--- src/design/nes_pkg.sv ---
package nes_pkg;

  // one pad, bit order as the console reads it (a shifts out first)
  typedef struct packed {
    logic right;
    logic left;
    logic down;
    logic up;
    logic start;
    logic select;
    logic b;
    logic a;
  } pad_buttons_t;

  // four players, p1 in the low byte
  typedef struct packed {
    pad_buttons_t p4;
    pad_buttons_t p3;
    pad_buttons_t p2;
    pad_buttons_t p1;
  } pad_set_t;

  // mapper flag word as produced by the loader
  typedef logic [63:0] cart_flags_t;

  // battery backed ram present
  localparam int FLAG_HAS_SAVE = 25;

  // core held in reset this many loader-idle cycles after a download
  localparam logic [7:0] DOWNLOAD_SETTLE_CYCLES = 8'd255;

  // four score style adapter signatures, one per port
  localparam logic [7:0] TAP_SIG_PORT1 = 8'h08;
  localparam logic [7:0] TAP_SIG_PORT2 = 8'h04;

  // length of one port's shift register: pad, tap pad, signature
  localparam int JOY_BITS = 24;

  // reset and load sequencer
  typedef enum logic [1:0] {
    boot_wait,
    downloading,
    settling,
    running
  } load_state_t;

endpackage

--- src/design/mem_pkg.sv ---
package mem_pkg;

  // full byte address of the sdram
  localparam int SDRAM_ADDR_W = 25;

  // ppu side address, zero-extended onto channel 0
  localparam int PPU_ADDR_W = 22;

  // save buffer byte address from the platform
  localparam int SAVE_ADDR_W = 18;

  // upper address bits of the save area in sdram
  localparam logic [SDRAM_ADDR_W-SAVE_ADDR_W-1:0] SAVE_REGION = 7'b0001111;

  // one request on an sdram channel
  // wr and rd are strobes, the controller only acts on their rising edge
  typedef struct packed {
    logic [SDRAM_ADDR_W-1:0] addr;
    logic [7:0]              din;
    logic                    wr;
    logic                    rd;
  } mem_req_t;

endpackage

--- src/design/joypad_serializer.sv ---
`timescale 1ns/1ps

module joypad_serializer #(
  parameter logic [$bits(nes_pkg::pad_buttons_t)-1:0] TAP_SIG = 8'hff
) (
  input  logic                 clk_ppu_21_47,
  input  logic                 reset_nes,
  input  logic                 strobe,
  input  logic                 ser_clock,
  input  nes_pkg::pad_buttons_t main_pad,
  input  nes_pkg::pad_buttons_t tap_pad,
  input  logic                 multitap_enabled,
  output logic                 ser_data
);

  import nes_pkg::*;

  localparam int PAD_W = $bits(pad_buttons_t);
  localparam int UPPER_W = JOY_BITS - PAD_W;

  logic [JOY_BITS-1:0] shift_q;
  logic [UPPER_W-1:0]  upper_bits;
  logic [JOY_BITS-1:0] load_word;
  logic                ser_clock_q;
  logic                ser_fall;

  // without the adapter the console reads ones past the first byte
  always_comb begin
    if (multitap_enabled) begin
      upper_bits = {TAP_SIG, tap_pad};
    end else begin
      upper_bits = '1;
    end
  end

  assign load_word = {upper_bits, main_pad};

  // falling edge of the console's clock line
  assign ser_fall = ser_clock_q & ~ser_clock;

  always_ff @(posedge clk_ppu_21_47) begin
    if (reset_nes) begin
      shift_q     <= '0;
      ser_clock_q <= 1'b0;
    end else begin
      ser_clock_q <= ser_clock;
      // shift takes priority over a load in the same cycle
      if (ser_fall) begin
        shift_q <= {1'b0, shift_q[JOY_BITS-1:1]};
      end else if (strobe) begin
        shift_q <= load_word;
      end
    end
  end

  assign ser_data = shift_q[0];

  // pad inputs come from another clock domain on the platform,
  // an X here would reach the cpu bus directly
  a_shift_known: assert property (
    @(posedge clk_ppu_21_47) disable iff (reset_nes)
    !$isunknown(shift_q)
  ) else $error("joypad shift register unknown");

endmodule

--- src/design/cart_load_control.sv ---
`timescale 1ns/1ps

module cart_load_control (
  input  logic                 clk_ppu_21_47,
  input  logic                 reset_nes,
  input  logic                 downloading,
  input  logic                 loader_busy,
  input  logic                 loader_done,
  input  logic                 loader_fail,
  input  nes_pkg::cart_flags_t loader_flags,
  input  logic                 hold_reset,
  output logic                 core_reset,
  output logic                 loader_reset,
  output nes_pkg::cart_flags_t core_flags,
  output logic                 has_save
);

  import nes_pkg::*;

  load_state_t state_q;
  logic [$bits(DOWNLOAD_SETTLE_CYCLES)-1:0] settle_cnt;
  logic        downloading_q;
  cart_flags_t flags_q;

  // the state literal shares its name with the port
  always_ff @(posedge clk_ppu_21_47) begin
    if (reset_nes) begin
      state_q       <= boot_wait;
      settle_cnt    <= '0;
      downloading_q <= 1'b0;
      loader_reset  <= 1'b1;
    end else begin
      downloading_q <= downloading;
      // loader runs only while the settle count is live,
      // plus a kick on every download start
      loader_reset  <= (settle_cnt == '0) || (downloading && !downloading_q);
      if (downloading) begin
        state_q    <= nes_pkg::downloading;
        settle_cnt <= DOWNLOAD_SETTLE_CYCLES;
      end else begin
        case (state_q)
          nes_pkg::downloading: begin
            state_q <= settling;
          end
          settling: begin
            // loader may still be flushing writes, wait it out
            if (!loader_busy) begin
              settle_cnt <= settle_cnt - 1'b1;
              if (settle_cnt == 1) begin
                state_q <= running;
              end
            end
          end
          default: begin
            state_q <= state_q;
          end
        endcase
      end
    end
  end

  // cartridge flags, taken once the header is parsed
  always_ff @(posedge clk_ppu_21_47) begin
    if (reset_nes) begin
      flags_q <= '0;
    end else if (loader_done) begin
      flags_q <= loader_flags;
    end
  end

  assign core_reset = (state_q != running) || loader_fail || hold_reset || reset_nes;

  // core sees no mapper while a new image is streaming in
  assign core_flags = downloading ? '0 : flags_q;
  assign has_save   = flags_q[FLAG_HAS_SAVE];

  // core stays in reset while the settle count is live
  a_reset_while_settling: assert property (
    @(posedge clk_ppu_21_47) disable iff (reset_nes)
    (settle_cnt != '0) |-> core_reset
  ) else $error("core left reset while settle count still live");

endmodule

--- src/design/sdram_port_arbiter.sv ---
`timescale 1ns/1ps

module sdram_port_arbiter (
  input  logic                            downloading,
  input  logic                            loader_busy,
  input  mem_pkg::mem_req_t               loader_req,
  input  mem_pkg::mem_req_t               ppu_req,
  input  logic                            sleep_savestate,
  input  mem_pkg::mem_req_t               ss_req,
  input  logic                            sd_buff_wr,
  input  logic                            sd_buff_rd,
  input  logic [mem_pkg::SAVE_ADDR_W-1:0] sd_buff_addr,
  input  logic [7:0]                      sd_buff_dout,
  input  logic                            save_busy,
  input  logic [7:0]                      save_dout,
  input  logic [7:0]                      eeprom_dout,
  input  logic                            bram_en,
  output mem_pkg::mem_req_t               ch0_req,
  output mem_pkg::mem_req_t               ch2_req,
  output logic [7:0]                      sd_buff_din
);

  import mem_pkg::*;

  logic     loading;
  mem_req_t save_req;

  assign loading = downloading | loader_busy;

  // channel 0: loader owns it while an image is written
  always_comb begin
    if (loading) begin
      ch0_req.addr = loader_req.addr;
      ch0_req.din  = loader_req.din;
    end else begin
      ch0_req.addr = {{(SDRAM_ADDR_W-PPU_ADDR_W){1'b0}}, ppu_req.addr[PPU_ADDR_W-1:0]};
      ch0_req.din  = ppu_req.din;
    end
    ch0_req.wr = loader_req.wr | ppu_req.wr;
    ch0_req.rd = ~loading & ppu_req.rd;
  end

  // controller only catches a strobe edge on a non-busy cycle
  always_comb begin
    save_req.addr = {SAVE_REGION, sd_buff_addr};
    save_req.din  = sd_buff_dout;
    save_req.wr   = sd_buff_wr & ~save_busy;
    save_req.rd   = sd_buff_rd & ~save_busy;
  end

  // channel 2: save states take over while the core sleeps
  assign ch2_req = sleep_savestate ? ss_req : save_req;

  // mappers with eeprom keep their save in block ram
  assign sd_buff_din = bram_en ? eeprom_dout : save_dout;

  // the loader only writes, a read from it would be dropped here
  always_comb begin
    a_ch0_no_loader_rd: assert final (!(loading && loader_req.rd))
      else $error("loader read request on channel 0 while loading");
  end

endmodule

--- src/design/nes_glue_top.sv ---
`timescale 1ns/1ps

module nes_glue_top (
  input  logic                            clk_ppu_21_47,
  input  logic                            reset_nes,
  input  logic                            downloading,
  input  logic                            loader_busy,
  input  logic                            loader_done,
  input  logic                            loader_fail,
  input  nes_pkg::cart_flags_t            loader_flags,
  input  logic                            hold_reset,
  input  nes_pkg::pad_set_t               pads,
  input  logic                            multitap_enabled,
  input  logic                            joy_strobe,
  input  logic [1:0]                      joy_clock,
  input  logic                            sleep_savestate,
  input  mem_pkg::mem_req_t               loader_req,
  input  mem_pkg::mem_req_t               ppu_req,
  input  mem_pkg::mem_req_t               ss_req,
  input  logic                            sd_buff_wr,
  input  logic                            sd_buff_rd,
  input  logic [mem_pkg::SAVE_ADDR_W-1:0] sd_buff_addr,
  input  logic [7:0]                      sd_buff_dout,
  input  logic                            save_busy,
  input  logic [7:0]                      save_dout,
  input  logic [7:0]                      eeprom_dout,
  input  logic                            bram_en,
  output logic                            core_reset,
  output logic                            loader_reset,
  output nes_pkg::cart_flags_t            core_flags,
  output logic                            has_save,
  output logic [4:0]                      joypad1_data,
  output logic [4:0]                      joypad2_data,
  output mem_pkg::mem_req_t               ch0_req,
  output mem_pkg::mem_req_t               ch2_req,
  output logic [7:0]                      sd_buff_din
);

  import nes_pkg::*;

  logic port1_bit;
  logic port2_bit;

  cart_load_control i_cart_load_control (
    .clk_ppu_21_47 (clk_ppu_21_47),
    .reset_nes     (reset_nes),
    .downloading   (downloading),
    .loader_busy   (loader_busy),
    .loader_done   (loader_done),
    .loader_fail   (loader_fail),
    .loader_flags  (loader_flags),
    .hold_reset    (hold_reset),
    .core_reset    (core_reset),
    .loader_reset  (loader_reset),
    .core_flags    (core_flags),
    .has_save      (has_save)
  );

  // port 1 carries players 1 and 3
  joypad_serializer #(
    .TAP_SIG (TAP_SIG_PORT1)
  ) port1 (
    .clk_ppu_21_47    (clk_ppu_21_47),
    .reset_nes        (reset_nes),
    .strobe           (joy_strobe),
    .ser_clock        (joy_clock[0]),
    .main_pad         (pads.p1),
    .tap_pad          (pads.p3),
    .multitap_enabled (multitap_enabled),
    .ser_data         (port1_bit)
  );

  // port 2 carries players 2 and 4
  joypad_serializer #(
    .TAP_SIG (TAP_SIG_PORT2)
  ) port2 (
    .clk_ppu_21_47    (clk_ppu_21_47),
    .reset_nes        (reset_nes),
    .strobe           (joy_strobe),
    .ser_clock        (joy_clock[1]),
    .main_pad         (pads.p2),
    .tap_pad          (pads.p4),
    .multitap_enabled (multitap_enabled),
    .ser_data         (port2_bit)
  );

  // mic, paddle, light gun trigger and light bits are not fitted
  assign joypad1_data = {4'b0000, port1_bit};
  assign joypad2_data = {4'b0000, port2_bit};

  sdram_port_arbiter i_sdram_port_arbiter (
    .downloading     (downloading),
    .loader_busy     (loader_busy),
    .loader_req      (loader_req),
    .ppu_req         (ppu_req),
    .sleep_savestate (sleep_savestate),
    .ss_req          (ss_req),
    .sd_buff_wr      (sd_buff_wr),
    .sd_buff_rd      (sd_buff_rd),
    .sd_buff_addr    (sd_buff_addr),
    .sd_buff_dout    (sd_buff_dout),
    .save_busy       (save_busy),
    .save_dout       (save_dout),
    .eeprom_dout     (eeprom_dout),
    .bram_en         (bram_en),
    .ch0_req         (ch0_req),
    .ch2_req         (ch2_req),
    .sd_buff_din     (sd_buff_din)
  );

endmodule

--- config.mk ---
export PLATFORM = sky130hd
export DESIGN_NAME = nes_glue_top
export DESIGN_NICKNAME = d
export VERILOG_FILES = /design/src/design/nes_pkg.sv /design/src/design/mem_pkg.sv /design/src/design/joypad_serializer.sv /design/src/design/cart_load_control.sv /design/src/design/sdram_port_arbiter.sv /design/src/design/nes_glue_top.sv
export SDC_FILE = /design/constraint.sdc
export NUM_CORES = 1
export LEC_CHECK = 0
export ABC_AREA = 1
export BUFFER_PORTS_ARGS = -buffer_cell sky130_fd_sc_hd__buf_2
export CORE_AREA = 2 2 163 165
export DETAILED_ROUTE_END_ITERATION = 7
export DIE_AREA = 0 0 165 167
export MAX_ROUTING_LAYER = met4
export SLEW_MARGIN = 10
export SYNTH_ARGS = -nofsm -noshare
export SYNTH_HDL_FRONTEND = slang
export SYNTH_SLANG_ARGS = --single-unit
--- constraint.sdc ---
create_clock -name clk_ppu_21_47 -period 1.8 [get_ports clk_ppu_21_47]
set_clock_uncertainty 0.1 [all_clocks]
set_input_delay 0.18 -clock clk_ppu_21_47 [delete_from_list [all_inputs] [get_ports clk_ppu_21_47]]
set_output_delay 0.18 -clock clk_ppu_21_47 [all_outputs]
set_load 0.02 [all_outputs]
==> summary.txt, run 1 <==
Timing
  – Worst Hold Slack: 43.78 ps
  – RSZ-0062 raised after global routing: false
  – Tmin final: 1468 ps
  – Final setup viols: 0
  – Fmax achieved: 681.3 MHz
  – Final worst slack: 332.1 ps
  – Max-slew violations: 0
  – Final setup TNS: 0 ps
  – Fin crit share: 81.55%
  – Hold Fails Final Rpt: 0

Clock tree
  – Clock buffer depth: 2
  – Post-CTS Setup Repair Bufs: 0
  – Cts hold-fix bufs: 95
  – Htree depth: 4
  – CTS tree: done
  – Clock Latency Late Sink: 420 ps
  – CTS Sinks: 126
  – Root Buffer: clkbuf_16
  – Num CTS Buffers: 17
  – Cts repair resizes: 0
  – Worst-path clk slew: 60 ps

Die
  – Ports: 414
  – Starting Density: 24.61%
  – Core Footprint: 25760 um2
  – Die Ht: 167 um
  – Die width: 165 um
  – Site row count: 59
  – Die Area: 27560 um2

Layout
  – Multi-input logic area: 2920 um2
  – N_diodes: 0
  – FF+latch area: 2522 um2
  – Post-route cell area: 10180 um2
  – Final-layout fill cell count: 2674
  – Layout cells sized above 1: 33.65%
  – Layout Area Growth over Synthesis: 60.53%
  – Layout Nets: 1711

GRT
  – Initial antenna violation count: 2
  – Gr usage total: 17.63%
  – Vias in the first global route: 7271
  – Total congestion overflow: 0
  – First-pass GRT wire length: 36.92 mm
  – Largest net degree at the start of global routing: 54

Yosys
  – Distinct cell type count after synthesis: 31
  – Syn Inst Count: 974
  – Total of warnings raised by yosys: 0
  – Register bit total from synthesis: 126
  – Post-synthesis sequential area ratio: 39.79%
  – Average cell area after synthesis: 6.509 um2
  – Post-Synthesis Cell Area: 6340 um2

Setup path
  – CP peak stage delay: 360 ps
  – Setup crit end kind: output port
  – Slowest-stage cell, CP: inv_2
  – Crit path required time: 1520 ps
  – CP cell instances: buf_2, nor2_2, inv_2, nand2_1, nand2_1, buf_2
  – Critical Path AT: 1190 ps
  – Max FO, Critical Path: 31
  – Crit start category: input pin
  – Critical path type: input pin to output port

Power and ir drop
  – Lkg Pwr: 5.445 nW
  – PD cells: 815.0 nW/um2
  – Peak supply drop: 560.0 uV

Placement
  – DP Area: 8636 um2
  – DP Worst Slack: 329.8 ps
  – DP HPWL: 18.16 mm
  – Routability-driven placement congestion ratio: 0.8915
  – Number of port buffers: 401

Routing
  – Routed wire length: 24.66 mm
  – First drt pass iteration count: 4
  – Vias/cell: 4.297
  – Drt drc: 0
  – Drt initial violations: 386
  – DR vias: 7722
  – Wire per inst: 13.72 um
  – Routed Antenna Nets: 0

Run status
  – Status: complete, no violations

Job
  – Max Cap Viol: 0

Worst hold path
  – Worst min path class: input pin to flop
worst paths after layout:
check	startpoint	depth (start not counted)	end	slack, ps
hold / removal	loader_flags[59]	3	i_cart_load_control.flags_q[59]	40
hold reg to reg	i_cart_load_control.downloading_q	1	i_cart_load_control.loader_reset	350
setup / recovery	downloading	6	ch0_req[20]	330
setup reg to reg	i_cart_load_control.state_q[0]	6	i_cart_load_control.settle_cnt[2]	480
cells in the final DEF, fill, tap and decap left out, types with 16 or more instances in the layout:
| master | count |
|---|---|
| a31oi_1 | 20 |
| nand3_1 | 26 |
| nor2_1 | 77 |
| inv_1 | 135 |
| a21oi_1 | 72 |
| buf_4 | 16 |
| dfxtp_1 | 126 |
| o21ai_0 | 96 |
| clkbuf_16 | 17 |
| buf_2 | 401 |
| nand2_1 | 293 |
| dlygate4sd3_1 | 95 |
layer usage:
layer,wire length [um],part of all wire (%),GRT usage [%]
met1,10840,44,20.70
met4,757,3.1,7.372
met2,11680,47,29.22
met5,0,0,-
met3,1382,5.6,3.437
per-stage QoR:
stage | power [mW] | utilization, % | instances
2_1_floorplan | 4.085 | - | 981
3_3_place_gp | 4.741 | 33.52 | 1670
3_5_place_dp | 4.759 | 33.52 | 1670
4_1_cts | 8.454 | 39.50 | 1797
5_1_grt | 8.745 | 39.50 | 1797
6_report | 8.294 | 39.50 | 1797
cell usage after synthesis:
| cell | n | area [um2] |
|---|---|---|
| conb_1 | 1 | 3.750 |
| nand4_1 | 2 | 12.51 |
| buf_6 | 5 | 56.30 |
| o221ai_1 | 2 | 17.52 |
| a21oi_1 | 72 | 360.4 |
| clkbuf_2 | 1 | 5.000 |
| clkbuf_1 | 27 | 101.4 |
| a221oi_2 | 2 | 30.03 |
| buf_4 | 11 | 82.58 |
| o211ai_1 | 3 | 22.52 |
| buf_1 | 2 | 7.510 |
| a211oi_1 | 1 | 7.510 |
| inv_4 | 4 | 25.02 |
| mux2_2 | 8 | 90.09 |
| nand2_4 | 4 | 45.04 |
| inv_2 | 7 | 26.28 |
| nand3_1 | 26 | 130.1 |
| nor3_1 | 2 | 10.01 |
| dfxtp_1 | 126 | 2522 |
| a31oi_1 | 20 | 125.1 |
| or2_2 | 6 | 37.54 |
| inv_1 | 137 | 514.2 |
| nor2_2 | 5 | 31.28 |
| o22ai_1 | 8 | 50.05 |
| nor2_1 | 77 | 289.0 |
| nand2_1 | 293 | 1100 |
| o21ai_0 | 96 | 480.5 |
| buf_2 | 21 | 105.1 |
| ha_1 | 3 | 37.54 |
| nand2_2 | 1 | 6.260 |
| nand3b_1 | 1 | 7.510 |
cell families after synthesis:
logic type                 after synthesis  share of synthesized area [%]
and+or+nand+nor                        417                          26.33
other                                    1                        0.05915
muxes                                    8                          1.421
adders and majority gates                3                         0.5921
buffers and inverters                  215                          14.56
DFF                                    126                          39.79
AOI/OAI and AO/OA                      204                          17.25
cell type report:
| class | count | share of cell area [%] |
|---|---|---|
| clock buffer | 17 | 4.180 |
| clock inverter | 15 | 1.623 |
| inverter | 148 | 5.569 |
| multi-input combinational | 640 | 28.69 |
| sequential | 126 | 24.78 |
| tap | 335 | 4.118 |
| timing repair buffer | 516 | 31.03 |
worst max-delay path: cells and delay by family:
kind                   cells  cell delay (ps)
buffers and inverters      3              690
AND/OR/NAND/NOR            3              300
sequential cells by signal, summed over array words and instances, names as in the netlist:
name,flops
i_cart_load_control.downloading_q,1
i_cart_load_control.flags_q,64
i_cart_load_control.loader_reset,1
i_cart_load_control.settle_cnt,8
i_cart_load_control.state_q,2
port1.ser_clock_q,1
port1.shift_q,24
port2.ser_clock_q,1
port2.shift_q,24
power by group:
group,switching (mW),internal [mW]
clock network,1.57,1.86
registers,0.0712,2.98
logic,1.05,0.750
Power figures use the tool's default switching activity.
==> run 2, diff against run 1 <==
--- a/config.mk
+++ b/config.mk
@@ -7,9 +7,9 @@
 export LEC_CHECK = 0
 export ABC_AREA = 1
 export BUFFER_PORTS_ARGS = -buffer_cell sky130_fd_sc_hd__buf_2
-export CORE_AREA = 2 2 163 165
+export CORE_AREA = 2 2 160 162
 export DETAILED_ROUTE_END_ITERATION = 7
-export DIE_AREA = 0 0 165 167
+export DIE_AREA = 0 0 162 164
 export MAX_ROUTING_LAYER = met4
 export SLEW_MARGIN = 10
 export SYNTH_ARGS = -nofsm -noshare
==> constraint.sdc (replaced) <==
create_clock -name clk_ppu_21_47 -period 1.2 [get_ports clk_ppu_21_47]
set_clock_uncertainty 0.1 [all_clocks]
set_input_delay 0.12 -clock clk_ppu_21_47 [delete_from_list [all_inputs] [get_ports clk_ppu_21_47]]
set_output_delay 0.12 -clock clk_ppu_21_47 [all_outputs]
set_load 0.02 [all_outputs]
==> run 2 against run 1 <==
  * The run now ends with setup timing left
  * Power rose by 56%
  * Critical endpoint is now core_reset
  * Utilization rose by 7.9 points
  * Final area rose by 16%
  * Largest power group unchanged
==> summary.txt, run 2 (synthesis gave the netlist of run 1 again) <==
Run status
  – Status: finished, violations left
  – Failing checks: setup timing

Timing
  – Tmin final: 1289 ps
  – Fin crit share: 107.4%
  – RSZ-0062 raised after global routing: true
  – Max-slew violations: 0 (unchanged)
  – Final setup viols: 55 (+55)
  – Final worst slack: -88.96 ps (-421.1 ps)
  – Fmax achieved: 775.8 MHz
  – Hold Fails Final Rpt: 0 (unchanged)
  – Final setup TNS: -1050 ps (-1050 ps)

Routing
  – Vias/cell: 4.414 (+2.7%)
  – Routed Antenna Nets: 0 (unchanged)
  – DR vias: 8148 (+5.5%)
  – Drt initial violations: 506 (+31%)
  – Routed wire length: 27.10 mm (+9.9%)
  – Wire per inst: 14.68 um (+7.0%)
  – First drt pass iteration count: 7 (+3)
  – Drt drc: 0 (unchanged)

Die
  – Core Footprint: 24820 um2 (-3.7%)
  – Die width: 162 um (-1.8%)
  – Die Area: 26570 um2 (-3.6%)
  – Ports: 414 (unchanged)
  – Site row count: 58 (-1.7%)
  – Starting Density: 25.54% (+0.94 points)
  – Die Ht: 164 um (-1.8%)

Clock tree
  – CTS Sinks: 126 (unchanged)
  – Clock buffer depth: 2 (unchanged)
  – Num CTS Buffers: 17 (unchanged)
  – Worst-path clk slew: 60 ps (about the same)
  – Htree depth: 4 (unchanged)
  – CTS tree: done
  – Root Buffer: clkbuf_16
  – Clock Latency Late Sink: 410 ps (about the same)

Setup path
  – Crit path required time: 980 ps (-540 ps)
  – Crit start category: flop
  – Critical Path AT: 1070 ps (-120 ps)
  – CP cell instances: buf_6, nand3_4, buf_6
  – Setup crit end kind: output port
  – Critical path's top delay family: flip-flops
  – Reg2Reg Setup Slack: -10 ps (-490 ps)
  – CP peak stage delay: 330 ps (-30 ps)
  – R2R Path End: i_cart_load_control.settle_cnt[3]
  – Worst setup path startpoint: i_cart_load_control.state_q[0]
  – Slowest-stage cell, CP: dfxtp_2
  – RR Startpoint: i_cart_load_control.state_q[1]
  – Critical path type: flop to output port
  – R2R depth: 9 (+3)
  – Max FO, Critical Path: 2 (-94%)
  – Most Frequent Cell on Critical Path: buf_6
  – WP buf/inv: 2 (-1)

Power and ir drop
  – Peak supply drop: 747.0 uV (+33%)
  – Clk pwr share: 37.4% (-4.0 points)
  – Sequential fraction of design power: 36.0% (-0.8 points)
  – Switch share: 31.90% (-0.64 points)
  – Pwr Total: 12.90 mW (+56%)
  – PD cells: 1096 nW/um2 (+35%)
  – Lkg Pwr: 5.840 nW (+7.3%)
  – Logic pwr share: 26.6% (+4.9 points)
  – Sw Pwr: 4.116 mW (+52%)
  – Pint: 8.788 mW (+57%)

GRT
  – Total congestion overflow: 0 (unchanged)
  – Gr usage total: 18.37% (+0.75 points)
  – Vias in the first global route: 7522 (+3.5%)
  – First-pass GRT wire length: 37.86 mm (+2.6%)
  – Initial antenna violation count: 0 (-2)
  – Largest net degree at the start of global routing: 59 (+9.3%)

Job
  – Max Cap Viol: 0 (unchanged)

Layout
  – Final-layout fill cell count: 2364 (-12%)
  – Biggest regs: i_cart_load_control.flags_q x64, port1.shift_q x24, port2.shift_q x24
  – Max reg flops: 64 (unchanged)
  – Layout Area Growth over Synthesis: 85.67%
  – Commonest cells after routing, fill and taps aside: buf_2 (320), nand2_1 (286), dlygate4sd3_1 (96), o21ai_0 (88), buf_4 (73)
  – Non-filler instance count after layout: 1846 (+2.7%)
  – N_diodes: 0 (unchanged)
  – Post-route cell area: 11770 um2 (+16%)
  – Largest register by flop count: i_cart_load_control.flags_q
  – Layout Nets: 1765 (+3.2%)
  – Layout cells sized above 1: 49.41% (+16 points)
  – Most common cell after layout, fill and taps aside: buf_2

Worst hold path
  – Worst hold path stage count: 3 (unchanged)
  – Worst min path class: input pin to flop
  – Worst Hold End: port2.ser_clock_q
  – Worst hold start: joy_clock[1]

Placement
  – DP Worst Slack: -108.8 ps (-438.5 ps)
  – Number of port buffers: 401 (unchanged)
  – DP Area: 8851 um2 (+2.5%)
  – DP HPWL: 17.43 mm (-4.0%)
  – Dpl cells: 1683 (+0.78%)
  – Routability-driven placement congestion ratio: 0.8584 (-3.7%)
==> run 2: how the worst max path moves through the flow <==
stage                 endpoint  slack (ps)  cells after the start
floorplan           ch2_req[0]         -40                      3
global placement    core_reset        -100                      6
detailed placement  core_reset        -110                      6
CTS                 core_reset        -210                      4
global route        core_reset        -150                      3
finish              core_reset         -90                      3
==> run 2: cell type report <==
cell class	count	area, um2	area share, %
timing repair buffer	568	4161	35.35
multi-input combinational	640	3406	28.93
sequential	126	2610	22.17
inverter	148	618.1	5.251
clock buffer	18	439.2	3.731
tap	330	412.9	3.508
clock inverter	14	107.6	0.9141
timing repair inverter	2	16.27	0.1382
==> run 2: power groups by stage <==
stage,clock network (mW),logic [mW],registers [mW]
2_1_floorplan,0,1.47,4.66
3_3_place_gp,0,2.52,4.66
3_5_place_dp,0,2.54,4.67
4_1_cts,4.96,2.96,4.60
5_1_grt,5.15,3.70,4.68
6_report,4.82,3.43,4.65
==> run 2: timing repair <==
action / in CTS / in global routing
endpoints found under the setup margin: 102 / 138
resized for setup: 137 / 295
pin swaps: 3 / 43
hold buffers: 98 / 0
gates cloned: 0 / 6
endpoints found under the hold margin: 98 / 0
buffers inserted: 16 / 15
==> run 2: worst register-to-register path, stage by stage (launching register included) <==
cell and delay (ps):
dfxtp_2 330, buf_4 120, nand3_4 80, nand2_4 90, buf_6 130, nand2_1 60, nand2_1 50, nand3_1 60
nand2_1 60, inv_1 30
==> run 2: through the flow <==
step | utilization, % | hold WS (ps)
2_1_floorplan | - | 145.9
3_3_place_gp | 35.66 | 256.4
3_5_place_dp | 35.66 | 257.4
4_1_cts | 43.60 | 42.38
5_1_grt | 47.43 | 57.30
6_report | 47.43 | 26.42
==> run 2: routing by layer <==
metal	wire length, um	global-route usage [%]	vias up
li1	-	-	4088
met1	11470	21.74	3659
met2	12790	30.00	364
met3	2295	5.631	37
met4	542	5.752	0
met5	0	-	-
==> run 3, diff against run 2 <==
--- a/config.mk
+++ b/config.mk
@@ -11,6 +11,7 @@
 export DETAILED_ROUTE_END_ITERATION = 7
 export DIE_AREA = 0 0 162 164
 export MAX_ROUTING_LAYER = met4
+export RECOVER_POWER = 100
 export SLEW_MARGIN = 10
 export SYNTH_ARGS = -nofsm -noshare
 export SYNTH_HDL_FRONTEND = slang
==> run 3 against run 2 <==
  * The flow still finishes with violations (setup timing)
  * Power down 0.25%
  * Critical path type is now input pin to output port
  * Utilization down 0.27 points
  * Maximum frequency down 0.62%
  * Global-route usage unchanged
  * Routed wire length about the same
  * Final area down 0.57%
  * Register-to-register slack worse by 50 ps
  * Non-clock buffer count unchanged
  * Critical endpoint is now ch2_req[23]
==> summary.txt, run 3 (synthesis gave the netlist of run 1 again) <==
Timing
  – Slew @ Worst Pin: 730.6 ps
  – Slew HR: 51.29%
  – Final setup viols: 98 (+78%)
  – Final worst slack: -96.95 ps (-7.996 ps)
  – RSZ-0062 raised after global routing: true
  – Tmin final: 1297 ps (+7.996 ps)
  – Max-slew violations: 0 (unchanged)
  – Worst Hold Slack: 25.83 ps (-0.5869 ps)
  – Fmax achieved: 771.0 MHz (-0.62%)
  – Final setup TNS: -2250 ps (-1200 ps)
  – Hold Fails Final Rpt: 0 (unchanged)
  – Fin crit share: 108.1% (+0.67 points)

Clock tree
  – CTS tree: done
  – Num CTS Buffers: 17 (unchanged)
  – Root Buffer: clkbuf_16
  – CTS Sinks: 126 (unchanged)
  – Clock Latency Late Sink: 410 ps (about the same)
  – Worst-path clk slew: 60 ps (about the same)
  – Htree depth: 4 (unchanged)
  – Clock buffer depth: 2 (unchanged)

Routing
  – Drt initial violations: 522 (+3.2%)
  – Vias/cell: 4.425 (+0.26%)
  – Routed wire length: 27.12 mm (about the same)
  – Wire per inst: 14.69 um (about the same)
  – First drt pass iteration count: 5 (-2)
  – Routed Antenna Nets: 0 (unchanged)
  – DR vias: 8169 (+0.26%)
  – Drt drc: 0 (unchanged)

Die
  – Die Area: 26570 um2 (unchanged)
  – Core Footprint: 24820 um2 (unchanged)
  – Die width: 162 um (unchanged)
  – Starting Density: 25.54% (unchanged)
  – Site row count: 58 (unchanged)
  – Die Ht: 164 um (unchanged)
  – Ports: 414 (unchanged)

Layout
  – Layout Area Growth over Synthesis: 84.61%
  – Max reg flops: 64 (unchanged)
  – N_diodes: 0 (unchanged)
  – Post-route cell area: 11700 um2 (-0.57%)
  – Most common cell after layout, fill and taps aside: buf_2
  – Final-layout fill cell count: 2383 (+0.80%)
  – Largest register by flop count: i_cart_load_control.flags_q
  – Biggest regs: i_cart_load_control.flags_q x64, port1.shift_q x24, port2.shift_q x24
  – Layout Nets: 1765 (unchanged)
  – Layout cells sized above 1: 48.28% (-1.1 points)
  – Commonest cells after routing, fill and taps aside: buf_2 (294), nand2_1 (286), dlygate4sd3_1 (96), o21ai_0 (88), inv_1 (71)
  – Fin util: 47.16% (-0.27 points)

GRT
  – Gr usage total: 18.37% (unchanged)
  – Initial antenna violation count: 0 (unchanged)
  – Vias in the first global route: 7522 (unchanged)
  – Total congestion overflow: 0 (unchanged)
  – Largest net degree at the start of global routing: 59 (unchanged)
  – First-pass GRT wire length: 37.86 mm (unchanged)

Placement
  – DP HPWL: 17.43 mm (unchanged)
  – Routability-driven placement congestion ratio: 0.8584 (unchanged)
  – Number of port buffers: 401 (unchanged)
  – DP Area: 8851 um2 (unchanged)

Setup path
  – Max FO, Critical Path: 19 (+17)
  – WP buf/inv: 3 (+1)
  – Critical path's top delay family: buffers and inverters
  – Setup crit end kind: output port
  – Crit path required time: 980 ps (about the same)
  – Crit start category: input pin
  – Critical Path AT: 1080 ps (about the same)
  – CP peak stage delay: 330 ps (about the same)
  – Critical path type: input pin to output port
  – CP cell instances: clkbuf_2, clkbuf_2, nand2_1, nand2_1, buf_2
  – Slowest-stage cell, CP: clkbuf_2

Worst hold path
  – Worst min path class: input pin to flop

Power and ir drop
  – Pwr Total: 12.87 mW (-0.25%)
  – Peak supply drop: 747.7 uV (+0.10%)
  – PD cells: 1100 nW/um2 (+0.33%)
  – Lkg Pwr: 5.804 nW (-0.62%)

Run status
  – Status: finished, violations left
  – Failing checks: setup timing

Job
  – Max Cap Viol: 0 (unchanged)
## run 3: what timing repair did
| item | in CTS | in global routing |
|---|---|---|
| hold endpoints to repair | 98 | 0 |
| pin swaps | 3 | 43 |
| setup buffers | 16 | 15 |
| setup endpoints to repair | 102 | 138 |
| resized for setup | 137 | 295 |
| cloned | 0 | 6 |
| hold buffers | 98 | 0 |
## run 3: metrics by stage
stage,setup WS (ps),cells
final,-96.95,1846
after global routing,-146.1,1846
after CTS,-205.2,1829
after detailed placement,-108.8,1683
after global placement,-97.88,1683
after floorplan,-36.99,981
## run 3: path summary, 6_finish.rpt
check / start / end / cells after the start / slack (ps)
max: sleep_savestate / ch2_req[23] / 5 / -100
min reg2reg: i_cart_load_control.downloading_q / i_cart_load_control.loader_reset / 1 / 330
min: joy_clock[1] / port2.ser_clock_q / 3 / 30
max reg2reg: port2.ser_clock_q / port2.shift_q[3] / 5 / -60
## run 3: area by class of cell
class / count / area, um2 / share of cell area [%]
timing repair buffer: 568 / 4128 / 35.27
clock buffer: 18 / 439.2 / 3.752
multi-input combinational: 640 / 3383 / 28.91
timing repair inverter: 2 / 16.27 / 0.1390
clock inverter: 14 / 107.6 / 0.9194
inverter: 148 / 613.1 / 5.238
sequential: 126 / 2604 / 22.25
tap: 330 / 412.9 / 3.528
## run 3: tightest hold or removal path: cells and delay by family
kind / cells / cell delay (ps)
buffers and inverters: 2 / 300
and+or+nand+nor: 1 / 80
## run 3: layer usage
metal / routed length [um] / vias to the layer above / track usage, %
met1: 11360 / 3698 / 21.74
met4: 488 / 0 / 5.752
met2: 12940 / 354 / 30.00
met5: 0 / - / -
li1: - / 4083 / -
met3: 2326 / 34 / 5.631
## run 3: power breakdown
group / switching, mW / internal (mW) / total, mW / leakage [nW]
clock: 2.10 / 2.73 / 4.82 / 0.264
sequential: 0.142 / 4.50 / 4.65 / 1.06
combinational: 1.87 / 1.53 / 3.40 / 4.48
total: 4.11 / 8.76 / 12.9 / 5.80
